`src/design/board_pkg.sv`:
```
`default_nettype none

package board_pkg;

    // Cell content, also used for the current player and the winner
    typedef enum logic [1:0] {
        cell_empty = 2'b00,
        player_one = 2'b01,
        player_two = 2'b10
    } cell_t;

    localparam int DEF_ROWS    = 8;
    localparam int DEF_COLS    = 8;
    localparam int DEF_WIN_LEN = 4;

    // Cells in a line centered on the last piece
    function automatic int LINE_LEN(input int win_len);
        return 2 * win_len - 1;
    endfunction

    function automatic cell_t other_player(input cell_t p);
        return (p == player_one) ? player_two : player_one;
    endfunction

endpackage

`default_nettype wire

```
`src/design/ctrl_pkg.sv`:
```
`default_nettype none

package ctrl_pkg;

    typedef enum logic [1:0] {
        op_left  = 2'b00,
        op_right = 2'b01,
        op_drop  = 2'b10
    } opcode_t;

    typedef enum logic [1:0] {
        st_idle  = 2'b00,
        st_place = 2'b01,
        st_check = 2'b10,
        st_won   = 2'b11
    } ctrl_state_t;

endpackage

`default_nettype wire

```
`src/design/board_store.sv`:
```
`default_nettype none

module board_store
#(
    parameter int ROWS    = 8,
    parameter int COLS    = 8,
    parameter int WIN_LEN = 4
)
(
    input  wire logic                     clk,
    input  wire logic                     rst_n,
    input  wire logic [$clog2(COLS)-1:0]  col,
    input  wire logic                     write_en,
    input  board_pkg::cell_t              player,
    output logic                          col_full,
    output board_pkg::cell_t [3:0][board_pkg::LINE_LEN(WIN_LEN)-1:0] lines
);

    import board_pkg::*;

    localparam int ROW_W      = $clog2(ROWS);
    localparam int CNT_W      = $clog2(ROWS + 1);
    localparam int LINE_CELLS = LINE_LEN(WIN_LEN);

    // Row and column steps for vertical, horizontal, rising and falling lines
    localparam int DIR_DR [4] = '{1, 0, 1, -1};
    localparam int DIR_DC [4] = '{0, 1, 1, 1};

    cell_t                 board [ROWS][COLS];
    logic [CNT_W-1:0]      fill [COLS];
    logic [ROW_W-1:0]      last_row;
    logic [$clog2(COLS)-1:0] last_col;
    logic [ROW_W-1:0]      drop_row;

    assign drop_row = ROW_W'(fill[col]);
    assign col_full = (fill[col] == CNT_W'(ROWS));

    always_ff @(posedge clk)
    begin
        if (write_en)
        begin
            board[drop_row][col] <= player;
        end
    end

    always_ff @(posedge clk or negedge rst_n)
    begin
        if (!rst_n)
        begin
            for (int i = 0; i < COLS; i++)
            begin
                fill[i] <= '0;
            end
            last_row <= '0;
            last_col <= '0;
        end
        else if (write_en)
        begin
            fill[col] <= fill[col] + 1'b1;
            last_row  <= drop_row;
            last_col  <= col;
        end
    end

    // Cells above a column's fill height hold stale data and read as empty
    always_comb
    begin
        int r;
        int c;
        for (int d = 0; d < 4; d++)
        begin
            for (int k = 0; k < LINE_CELLS; k++)
            begin
                r = int'(last_row) + DIR_DR[d] * (k - (WIN_LEN - 1));
                c = int'(last_col) + DIR_DC[d] * (k - (WIN_LEN - 1));
                lines[d][k] = cell_empty;
                if (r >= 0 && r < ROWS && c >= 0 && c < COLS)
                begin
                    if (r < int'(fill[c]))
                    begin
                        lines[d][k] = board[r][c];
                    end
                end
            end
        end
    end

    // The controller must sample col_full before it writes
    write_not_full: assert property (
        @(posedge clk) disable iff (!rst_n) write_en |-> !col_full
    );

endmodule

`default_nettype wire

```
`src/design/line_checker.sv`:
```
`default_nettype none

module line_checker
#(
    parameter int WIN_LEN = 4
)
(
    input  board_pkg::cell_t [board_pkg::LINE_LEN(WIN_LEN)-1:0] line,
    input  board_pkg::cell_t                                     player,
    output logic                                                 hit
);

    import board_pkg::*;

    localparam int LINE_CELLS = LINE_LEN(WIN_LEN);

    // Every window of WIN_LEN cells that fits in the line
    always_comb
    begin
        logic run;
        hit = 1'b0;
        for (int s = 0; s + WIN_LEN <= LINE_CELLS; s++)
        begin
            run = 1'b1;
            for (int k = 0; k < WIN_LEN; k++)
            begin
                if (line[s + k] != player)
                begin
                    run = 1'b0;
                end
            end
            hit = hit | run;
        end
    end

endmodule

`default_nettype wire

```
`src/design/game_control.sv`:
```
`default_nettype none

module game_control
#(
    parameter int COLS = 8
)
(
    input  wire logic                     clk,
    input  wire logic                     rst_n,
    input  wire logic                     cmd_valid,
    input  ctrl_pkg::opcode_t             cmd_op,
    output logic                          cmd_ready,
    input  wire logic                     col_full,
    input  wire logic [3:0]               hits,
    output logic [$clog2(COLS)-1:0]       col,
    output logic                          write_en,
    output board_pkg::cell_t              player,
    output logic                          game_over,
    output board_pkg::cell_t              winner
);

    import board_pkg::*;
    import ctrl_pkg::*;

    localparam int COL_W = $clog2(COLS);
    localparam logic [COL_W-1:0] LAST_COL = COL_W'(COLS - 1);

    ctrl_state_t state;
    logic        accept;

    assign cmd_ready = (state == st_idle);
    assign accept    = cmd_valid && cmd_ready;
    assign write_en  = (state == st_place) && !col_full;

    always_ff @(posedge clk or negedge rst_n)
    begin
        if (!rst_n)
        begin
            state     <= st_idle;
            col       <= '0;
            player    <= player_one;
            game_over <= 1'b0;
            winner    <= cell_empty;
        end
        else
        begin
            case (state)
                st_idle:
                begin
                    if (accept)
                    begin
                        case (cmd_op)
                            op_left:  col <= (col == '0) ? LAST_COL : col - 1'b1;
                            op_right: col <= (col == LAST_COL) ? '0 : col + 1'b1;
                            op_drop:  state <= st_place;
                            // Unused encoding is a no-op
                            default:  col <= col;
                        endcase
                    end
                end
                st_place:
                begin
                    // Full column drops nothing and keeps the turn
                    state <= col_full ? st_idle : st_check;
                end
                st_check:
                begin
                    if (|hits)
                    begin
                        state     <= st_won;
                        game_over <= 1'b1;
                        winner    <= player;
                    end
                    else
                    begin
                        player <= other_player(player);
                        state  <= st_idle;
                    end
                end
                default:
                begin
                    state <= st_won;
                end
            endcase
        end
    end

    // Won state keeps commands out until reset
    won_blocks_cmds: assert property (
        @(posedge clk) disable iff (!rst_n) (state == st_won) |=> !cmd_ready
    );

    // Game stays over until reset
    game_over_sticky: assert property (
        @(posedge clk) disable iff (!rst_n) game_over |=> game_over
    );

endmodule

`default_nettype wire

```
`src/design/connect_four_top.sv`:
```
`default_nettype none

module connect_four_top
#(
    parameter int ROWS    = board_pkg::DEF_ROWS,
    parameter int COLS    = board_pkg::DEF_COLS,
    parameter int WIN_LEN = board_pkg::DEF_WIN_LEN
)
(
    input  wire logic                     clk,
    input  wire logic                     rst_n,
    input  wire logic                     cmd_valid,
    input  ctrl_pkg::opcode_t             cmd_op,
    output logic                          cmd_ready,
    output logic [$clog2(COLS)-1:0]       cur_col,
    output board_pkg::cell_t              cur_player,
    output logic                          game_over,
    output board_pkg::cell_t              winner
);

    import board_pkg::*;

    logic                                 write_en;
    logic                                 col_full;
    logic [3:0]                           hits;
    cell_t [3:0][LINE_LEN(WIN_LEN)-1:0]   lines;

    board_store #(
        .ROWS    (ROWS),
        .COLS    (COLS),
        .WIN_LEN (WIN_LEN)
    ) u_store (
        .clk      (clk),
        .rst_n    (rst_n),
        .col      (cur_col),
        .write_en (write_en),
        .player   (cur_player),
        .col_full (col_full),
        .lines    (lines)
    );

    // One checker per direction
    for (genvar d = 0; d < 4; d++)
    begin : g_dir
        line_checker #(
            .WIN_LEN (WIN_LEN)
        ) u_check (
            .line   (lines[d]),
            .player (cur_player),
            .hit    (hits[d])
        );
    end

    game_control #(
        .COLS (COLS)
    ) u_ctrl (
        .clk       (clk),
        .rst_n     (rst_n),
        .cmd_valid (cmd_valid),
        .cmd_op    (cmd_op),
        .cmd_ready (cmd_ready),
        .col_full  (col_full),
        .hits      (hits),
        .col       (cur_col),
        .write_en  (write_en),
        .player    (cur_player),
        .game_over (game_over),
        .winner    (winner)
    );

endmodule

`default_nettype wire

```
`config.mk`:
```
export PLATFORM = sky130hd
export DESIGN_NAME = connect_four_top
export DESIGN_NICKNAME = d
export VERILOG_FILES = /design/src/design/board_pkg.sv /design/src/design/ctrl_pkg.sv /design/src/design/board_store.sv /design/src/design/line_checker.sv /design/src/design/game_control.sv /design/src/design/connect_four_top.sv
export SDC_FILE = /design/constraint.sdc
export NUM_CORES = 1
export LEC_CHECK = 0
export BUFFER_PORTS_ARGS = -buffer_cell sky130_fd_sc_hd__buf_2
export CORE_MARGIN = 8
export CORE_UTILIZATION = 30
export CTS_CLUSTER_DIAMETER = 40
export CTS_CLUSTER_SIZE = 10
export DETAILED_ROUTE_END_ITERATION = 6
export SYNTH_ARGS = -nofsm -noshare
export SYNTH_HDL_FRONTEND = slang
export SYNTH_HIERARCHICAL = 1
export SYNTH_SLANG_ARGS = --single-unit
```
`constraint.sdc`:
```
create_clock -name clk -period 8.11 [get_ports clk]
set_input_delay 1.622 -clock clk [delete_from_list [all_inputs] [get_ports clk]]
set_output_delay 1.622 -clock clk [all_outputs]
set_load 0.01 [all_outputs]
```
==> metrics.yaml, run 1 <==
period_minus_slack_ns: 6.47
syn2layout_area_growth_pct: 6.47
startpoint_type: "register"
synth_edf_count: 128
coreArea_mm2: 0.0605
status: "finished, violations left"
skew_ns: 0.0176
grt_pass1_vias: 14794
grt_max_degree: 73
num_vias: 15599
n_antenna_cell: 0
nets: 1635
io_buffers: 13
hold_violations: 0
setup_viol: 0
die_h_um: 264
drtIter0Drc: 2284
crit_chain: "inv_2, ha_1, mux2i_1, ha_1, a21boi_1, o21ai_0, a21oi_1, nor4_1, or3_4, a22oi_2, a31oi_1, a21oi_1, nor4_1, nor3b_1, or2_2"
cts_sinks: 176
start_util_pct: 30.4
tightest_slew_ns: 1.20
ys_async_sr_fraction_pct: 27.3
slowest_delay_ns: 1.12
clk_latency_ns: 0.46
antenna_found_initial: 0
violations: "DRC"
io_pins: 14
path_delay_family: "simple AND/OR/NAND/NOR gates"
syn_inst: 1628
relSlewSlack_pct: 19.3
end_kind: "register"
grt_busiest_layer: "met2"
wire_per_inst_um: 28.9
hold_class: "register to register"
worst_ep_arrival_time_ns: 6.82
grt_overflow: 0
place_hpwl_um: 49900
path_clk_slew_ns: 0.08
die_x_um: 264
fillers: 5966
post_cts_buffers: 0
cts_buffer_depth: 2
num_rows: 90
synth_most_common_cell: "mux4_2"
cts_tree: "yes"
use_met3_pct: 3.76
synth_top_area_share_pct: 27.4
cts_root_buf: "clkbuf_16"
grt_usage_pct: 18.8
grt_use_met1_pct: 24.4
cts_hold_buf: 0
synth-main-ff-cell: "edfxtp_1"
yosysSeqAreaShare_pct: 27.4
slew_violations: 0
ant_nets: 0
fin_setup_tns_ns: 0
syn_nets: 1718
synth_commonest_cells: "mux4_2 (224), nor2_1 (187), edfxtp_1 (128)"
synth_area_leaders: "mux4_2 (27%), edfxtp_1 (21%), dfrtp_1 (6.4%), ha_1 (5.8%), nor2_1 (3.8%)"
first_pass_iters: 7
die-area_mm2: 0.0695
yosys_warnings: 6
fmax_mhz: 154
use_met2_pct: 29.9
avgSynthCellArea_um2: 11.3
grt_pass1_wl_um: 100000
cts_made_buffers: 17
drive_above_1_share_pct: 26.8
syn_area_mm2: 0.0184
cts_max_level: 4
synth_cell_types: 71
drc: 2
critPathBufInv: 1
critical_path_class: "register to register"
slowest_stage: "ha_1"
path_max_fanout: 24
detail_route.wirelength_um: 67600
drv_cap: 0
finalCritPeriodShare_pct: 79.8
rsz0062_at_grt: "false"
crit_required_ns: 8.45
routabilityCongestion: 1.00
ys_ff_latch: 176
synth_top_cell_by_area: "mux4_2"
vias_per_cell: 6.67
post_cts_resized: 0
## placed cells by master, fill, tap and decap left out, drive strengths merged, types with 19 or more instances in the layout
| cell type | count |
|---|---|
| nor3 | 38 |
| buf | 43 |
| a22oi | 70 |
| dfrtp | 47 |
| mux4 | 229 |
| a22o | 65 |
| nand3 | 20 |
| a211oi | 23 |
| nand2 | 80 |
| clkbuf | 19 |
| and3 | 19 |
| o21ai | 44 |
| a221oi | 34 |
| nor2 | 187 |
| ha | 85 |
| a21oi | 84 |
| mux2i | 49 |
| mux2 | 43 |
| edfxtp | 128 |
| o22ai | 53 |
| inv | 32 |
## state kept, by name, indices dropped and copies added, names as in the netlist
name / count
u_store/last_col: 3
u_store/fill: 32
u_store/last_row: 3
u_ctrl/winner: 2
u_ctrl/game_over: 1
u_ctrl/state: 2
u_ctrl/player: 2
u_ctrl/col: 3
u_store/board: 128
## logic make-up (layout without fill, tap and decap cells)
group	after synthesis	in the layout	share of synthesized area [%]
fa+ha+maj	85	85	5.78
compound gates	426	426	16.6
flops	176	176	27.4
mux	321	321	33.4
simple gates	422	422	10.7
xor+xnor	26	26	1.34
buf+inv	172	102	4.77
## path summary, 6_finish.rpt
check / startpoint / slack (ns) / to / cells after the start
worst max-delay path: u_store/last_col[2] / 1.64 / u_ctrl/game_over / 15
worst min-delay path: u_ctrl/game_over / 0.50 / u_ctrl/game_over / 1
worst max register to register: u_store/last_col[2] / 1.64 / u_ctrl/game_over / 15
worst min register to register: u_ctrl/game_over / 0.50 / u_ctrl/game_over / 1
max in group asynchronous: rst_n / 5.91 / u_store/last_row[1] / 1
min in group asynchronous: rst_n / 1.38 / u_ctrl/col[0] / 1
## cell type report
type	instances	area (um2)	share of cell area (%)
clock buffers	19	475	2.43
clock inverters	13	110	0.562
inverters	27	103	0.524
multi-input cells	1280	12500	64.0
flip-flops and latches	176	5060	25.8
well taps	782	978	5.00
repair buffers	43	315	1.61
## through the flow
step / setup slack (ns) / hold slack, ns / cells / area, um2 / utilization, %
finish: 1.64 / 0.500 / 2340 / 19600 / 32.4
global route: 1.42 / 0.505 / 2340 / 19600 / 32.4
CTS: 1.82 / 0.501 / 2340 / 19600 / 32.4
detailed placement: 1.84 / 0.484 / 2308 / 19000 / 31.4
global placement: 1.97 / 0.478 / 2308 / 19000 / 31.4
floorplan: 2.87 / 0.507 / 1628 / 18400 / -
## routing by layer
layer | vias to the layer above | wire length (um)
met5 | - | 0
met4 | 0 | 4030
met3 | 190 | 6750
met2 | 1072 | 30800
met1 | 7859 | 26000
li1 | 6478 | -
Power of run 1 is left out: the tool's default activity adds up to more than one toggle a clock period on the data nets, which glitch-free logic cannot reach.
==> run 2, diff against run 1 <==
==> constraint.sdc (replaced) <==
create_clock -name clk -period 6 [get_ports clk]
set_input_delay 1.2 -clock clk [delete_from_list [all_inputs] [get_ports clk]]
set_output_delay 1.2 -clock clk [all_outputs]
set_load 0.01 [all_outputs]
==> metrics.yaml, run 2 (synthesis results as in run 1) <==
status: "finished clean"  # was finished, violations left
grt_usage_pct: 19.3  # was 18.8%
cts_root_buf: "clkbuf_16"  # unchanged
path_max_fanout: 28  # was 24
final_cell_mix: "mux4_2 (224), nor2_1 (180), edfxtp_1 (128), a21oi_1 (84), ha_1 (81)"  # unchanged
num_vias: 15741  # was 15.6k
drive_above_1_share_pct: 28.2  # was 26.8%
relSlewSlack_pct: 24.8  # was 19.3%
holdPathEnd: "u_ctrl/game_over"  # unchanged
nets: 1672  # was 1635
drtIter0Drc: 2086  # was 2284
slowest_stage: "dfrtp_4"  # was ha_1
period_minus_slack_ns: 5.72  # was 6.47 ns
cts_made_buffers: 17  # unchanged
finalCritPeriodShare_pct: 95.4  # was 79.8%
regMostFlops: "u_store/board"  # unchanged
io_buffers: 13  # unchanged
setup_viol: 0  # unchanged
largest_register_ffs: 128  # unchanged
hold_class: "register to register"  # unchanged
setup_slack_ns: 0.277  # was 1.64 ns
place_hpwl_um: 51500  # was 49900 um
start_util_pct: 30.4  # unchanged
post_cts_resized: 0  # unchanged
wire_per_inst_um: 29.0  # was 28.9 um
startpoint_type: "register"  # unchanged
cts_sinks: 176  # unchanged
fin_setup_tns_ns: 0  # unchanged
skew_ns: 0.0170  # was 0.0176 ns
clk_latency_ns: 0.48  # was 0.46 ns
tightest_slew_ns: 1.13  # was 1.20 ns
antenna_found_initial: 1  # was 0
num_rows: 90  # unchanged
fillers: 5938  # was 5966
multi_input_area_mm2: 0.0125  # about the same
cts_buffer_depth: 2  # unchanged
grt_pass1_wl_um: 101000  # was 100000 um
post_cts_buffers: 0  # unchanged
grt_overflow: 0  # unchanged
rsz0062_at_grt: "false"  # unchanged
drv_cap: 0  # unchanged
slew_violations: 0  # unchanged
min-delay-start: "u_ctrl/game_over"  # unchanged
grt_busiest_layer: "met2"  # unchanged
final_cell_area_mm2: 0.0199  # was 0.0196 mm2
min_path_cells: 1  # unchanged
drc: 0  # was 2
cts_tree: "yes"  # unchanged
vias_per_cell: 6.62  # was 6.67
routabilityCongestion: 0.982  # was 1.00
die_x_um: 264  # unchanged
r2r_cells: 18  # was 15
ant_nets: 0  # unchanged
use_met2_pct: 29.9  # about the same
r2r-start: "u_store/last_row[1]"  # was u_store/last_col[2]
r2r_end: "u_ctrl/winner[0]"  # was u_ctrl/game_over
detail_route.wirelength_um: 68900  # was 67600 um
hold_violations: 0  # unchanged
use_met3_pct: 4.09  # was 3.76%
slowest_delay_ns: 0.54  # was 1.12 ns
rrSetupSlack_ns: 0.28  # was 1.64 ns
n_antenna_cell: 0  # unchanged
path_delay_family: "simple AND/OR/NAND/NOR gates"  # unchanged
worst_ep_arrival_time_ns: 6.08  # was 6.82 ns
crit_chain: "inv_2, ha_4, buf_12, buf_12, mux4_2, a22oi_1, a21oi_1, nor4_1, buf_4, nor2_1, or3_4, a22oi_2, o221ai_2, a21oi_1, nor4_1, buf_4, nor3b_1, mux2_2"  # was inv_2, ha_1, mux2i_1, ha_1, a21boi_1, o21ai_0, a21oi_1, nor4_1, or3_4, a22oi_2, a31oi_1, a21oi_1, nor4_1, nor3b_1, or2_2
syn2layout_area_growth_pct: 8.43  # was 6.47%
die-area_mm2: 0.0695  # unchanged
register_area_mm2: 0.00506  # unchanged
grt_use_met1_pct: 25.0  # was 24.4%
end_kind: "register"  # unchanged
cts_hold_buf: 0  # unchanged
grt_max_degree: 72  # was 73
fmax_mhz: 175  # was 154 MHz
crit_required_ns: 6.35  # was 8.45 ns
coreArea_mm2: 0.0605  # unchanged
path_clk_slew_ns: 0.08  # about the same
grt_pass1_vias: 14773  # about the same
cts_max_level: 4  # unchanged
critical_path_class: "register to register"  # unchanged
die_h_um: 264  # unchanged
io_pins: 14  # unchanged
place_area_mm2: 0.0193  # was 0.0190 mm2
largestRegisters: "u_store/board (128), u_store/fill (32)"  # unchanged
first_pass_iters: 6  # was 7
pre_cts_slack_ns: 0.352  # was 1.84 ns
critPathBufInv: 5  # was 1
final_common_cell: "mux4_2"  # unchanged
whs_ns: 0.534  # was 0.500 ns
[run 2: cell count changes in the layout (fill, tap and decap cells not counted), sizes merged]
| cell | change |
|---|---|
| inv | -3 |
| buf | +37 |
| clkinvlp | -1 |
| clkinv | -2 |
| clkbuf | +6 |
[run 2: stage by stage]
stage	std cells	util (%)
2_1_floorplan	1628	-
3_3_place_gp	2345	32.0
3_5_place_dp	2345	32.0
4_1_cts	2377	33.0
5_1_grt	2377	33.0
6_report	2377	33.0
[run 2: final cells by class]
| cell class | instances | area share, % |
|---|---|---|
| repair buffers | 80 | 3.41 |
| clock buffers | 25 | 2.71 |
| well taps | 782 | 4.91 |
| multi-input cells | 1280 | 62.8 |
| clock inverters | 7 | 0.276 |
| flip-flops and latches | 176 | 25.4 |
| inverters | 27 | 0.514 |
[run 2: layer usage]
metal / routed length, um / vias up
met3: 6380 / 175
met1: 27100 / 7973
li1: - / 6574
met2: 31500 / 1017
met4: 3950 / 2
met5: 13 / -
[run 2: how the worst max path moves through the flow]
stage / slack [ns] / from / to / cells after the start
global route: 0.06 / u_store/last_row[1] / u_ctrl/winner[0] / 18
detailed placement: 0.35 / u_store/last_row[1] / u_ctrl/winner[0] / 18
finish: 0.28 / u_store/last_row[1] / u_ctrl/winner[0] / 18
CTS: 0.32 / u_store/last_row[1] / u_ctrl/winner[0] / 18
global placement: 0.44 / u_store/last_row[1] / u_ctrl/player[0] / 17
floorplan: 0.76 / u_store/last_col[1] / u_ctrl/winner[1] / 21
Power of run 2 is left out for the same reason.
==> run 3, diff against run 2 <==
--- a/config.mk
+++ b/config.mk
@@ -11,6 +11,7 @@
 export CTS_CLUSTER_DIAMETER = 40
 export CTS_CLUSTER_SIZE = 10
 export DETAILED_ROUTE_END_ITERATION = 6
+export RECOVER_POWER = 100
 export SYNTH_ARGS = -nofsm -noshare
 export SYNTH_HDL_FRONTEND = slang
 export SYNTH_HIERARCHICAL = 1
==> metrics.yaml, run 3 (synthesis results as in run 1) <==
cts_max_level: 4  # unchanged
slowest_stage: "dfrtp_4"  # unchanged
routabilityCongestion: 0.982  # unchanged
grt_pass1_wl_um: 101000  # unchanged
place_hpwl_um: 51500  # unchanged
fmax_mhz: 175  # about the same
num_rows: 90  # unchanged
largestRegisters: "u_store/board (128), u_store/fill (32)"  # unchanged
tightest_slew_ns: 2.66  # was 1.13 ns
post_cts_resized: 0  # unchanged
finalCritPeriodShare_pct: 95.2  # was 95.4%
hold_class: "register to register"  # unchanged
end_kind: "register"  # unchanged
slew_violations: 262  # was 0
n_antenna_cell: 0  # unchanged
cts_made_buffers: 17  # unchanged
fin_setup_tns_ns: 0  # unchanged
drc: 6  # was 0
cts_sinks: 176  # unchanged
post_cts_buffers: 0  # unchanged
worst_ep_arrival_time_ns: 6.06  # was 6.08 ns
first_pass_iters: 7  # was 6
relSlewSlack_pct: -77.7  # was 24.8%
die_x_um: 264  # unchanged
wire_per_inst_um: 28.9  # was 29.0 um
syn2layout_area_growth_pct: 7.97  # was 8.43%
cts_buffer_depth: 2  # unchanged
drv_cap: 5  # was 0
final_cell_mix: "mux4_2 (224), nor2_1 (180), edfxtp_1 (128), a21oi_1 (84), ha_1 (81)"  # unchanged
crit_required_ns: 6.35  # about the same
largest_register_ffs: 128  # unchanged
die_h_um: 264  # unchanged
cts_hold_buf: 0  # unchanged
grt_max_degree: 72  # unchanged
antenna_found_initial: 1  # unchanged
clk_latency_ns: 0.48  # about the same
detail_route.wirelength_um: 68700  # was 68900 um
skew_ns: 0.0176  # was 0.0170 ns
slowest_delay_ns: 0.54  # about the same
violations: "DRC, capacitance limit, slew limit"
cts_root_buf: "clkbuf_16"  # unchanged
rsz0062_at_grt: "false"  # unchanged
critical_path_class: "register to register"  # unchanged
ant_nets: 0  # unchanged
drive_above_1_share_pct: 26.1  # was 28.2%
path_clk_slew_ns: 0.08  # about the same
grt_pass1_vias: 14773  # unchanged
die-area_mm2: 0.0695  # unchanged
nets: 1672  # unchanged
vias_per_cell: 6.58  # was 6.62
crit_chain: "inv_2, ha_4, buf_12, buf_12, mux4_2, a22oi_1, a21oi_1, nor4_1, buf_4, nor2_1, or3_4, a22oi_2, o221ai_1, a21oi_1, nor4_1, buf_4, nor3b_1, mux2_2"  # was inv_2, ha_4, buf_12, buf_12, mux4_2, a22oi_1, a21oi_1, nor4_1, buf_4, nor2_1, or3_4, a22oi_2, o221ai_2, a21oi_1, nor4_1, buf_4, nor3b_1, mux2_2
io_pins: 14  # unchanged
final_common_cell: "mux4_2"  # unchanged
whs_ns: 0.535  # was 0.534 ns
io_buffers: 13  # unchanged
hold_violations: 0  # unchanged
startpoint_type: "register"  # unchanged
start_util_pct: 30.4  # unchanged
grt_overflow: 0  # unchanged
drtIter0Drc: 2117  # was 2086
regMostFlops: "u_store/board"  # unchanged
setup_viol: 0  # unchanged
grt_usage_pct: 19.3  # unchanged
status: "finished, violations left"  # was finished clean
coreArea_mm2: 0.0605  # unchanged
period_minus_slack_ns: 5.71  # was 5.72 ns
cts_tree: "yes"  # unchanged
num_vias: 15641  # was 15.7k
path_max_fanout: 28  # unchanged
==> run 3: cell type report <==
type                    count  area [um2]
inverters                  27         103
repair buffers             80         646
well taps                 782         978
multi-input cells        1280       12500
clock inverters             7        55.1
clock buffers              25         541
fillers                  5967       40600
flip-flops and latches    176        5050
==> run 3: final timing paths <==
kind / from / to / slack (ns) / cells past startpoint
worst max-delay path: u_store/last_row[1] / u_ctrl/winner[0] / 0.29 / 18
worst min-delay path: u_ctrl/game_over / u_ctrl/game_over / 0.53 / 1
worst max register to register: u_store/last_row[1] / u_ctrl/winner[0] / 0.29 / 18
worst min register to register: u_ctrl/game_over / u_ctrl/game_over / 0.53 / 1
max in group asynchronous: rst_n / u_store/last_row[1] / 2.58 / 1
min in group asynchronous: rst_n / u_store/fill[27] / 1.57 / 1
==> run 3: metal layers <==
metal  up-vias  global-route usage, %  wire (um)
met1      7891                   25.0      27000
met3       170                   4.09       6280
met2      1019                   29.9      31200
li1       6559                      -          -
met5         -                      0         22
met4         2                   10.2       4110
==> run 3: critical path: cells and delay by family (launching register included) <==
| kind | cells | cell delay, ns |
|---|---|---|
| adders and majority gates | 1 | 0.53 |
| DFF | 1 | 0.54 |
| muxes | 2 | 0.93 |
| and+or+nand+nor | 5 | 1.40 |
| buffers and inverters | 5 | 0.96 |
| AOI/OAI and AO/OA | 5 | 1.16 |
==> run 3: stage by stage <==
step	setup slack [ns]	utilization, %	cells	instance area (um2)
floorplan	0.765	-	1628	18400
global placement	0.439	32.0	2345	19300
detailed placement	0.352	32.0	2345	19300
CTS	0.323	33.0	2377	19900
global route	0.0372	32.8	2377	19900
finish	0.291	32.8	2377	19900
Power of run 3 is left out for the same reason.
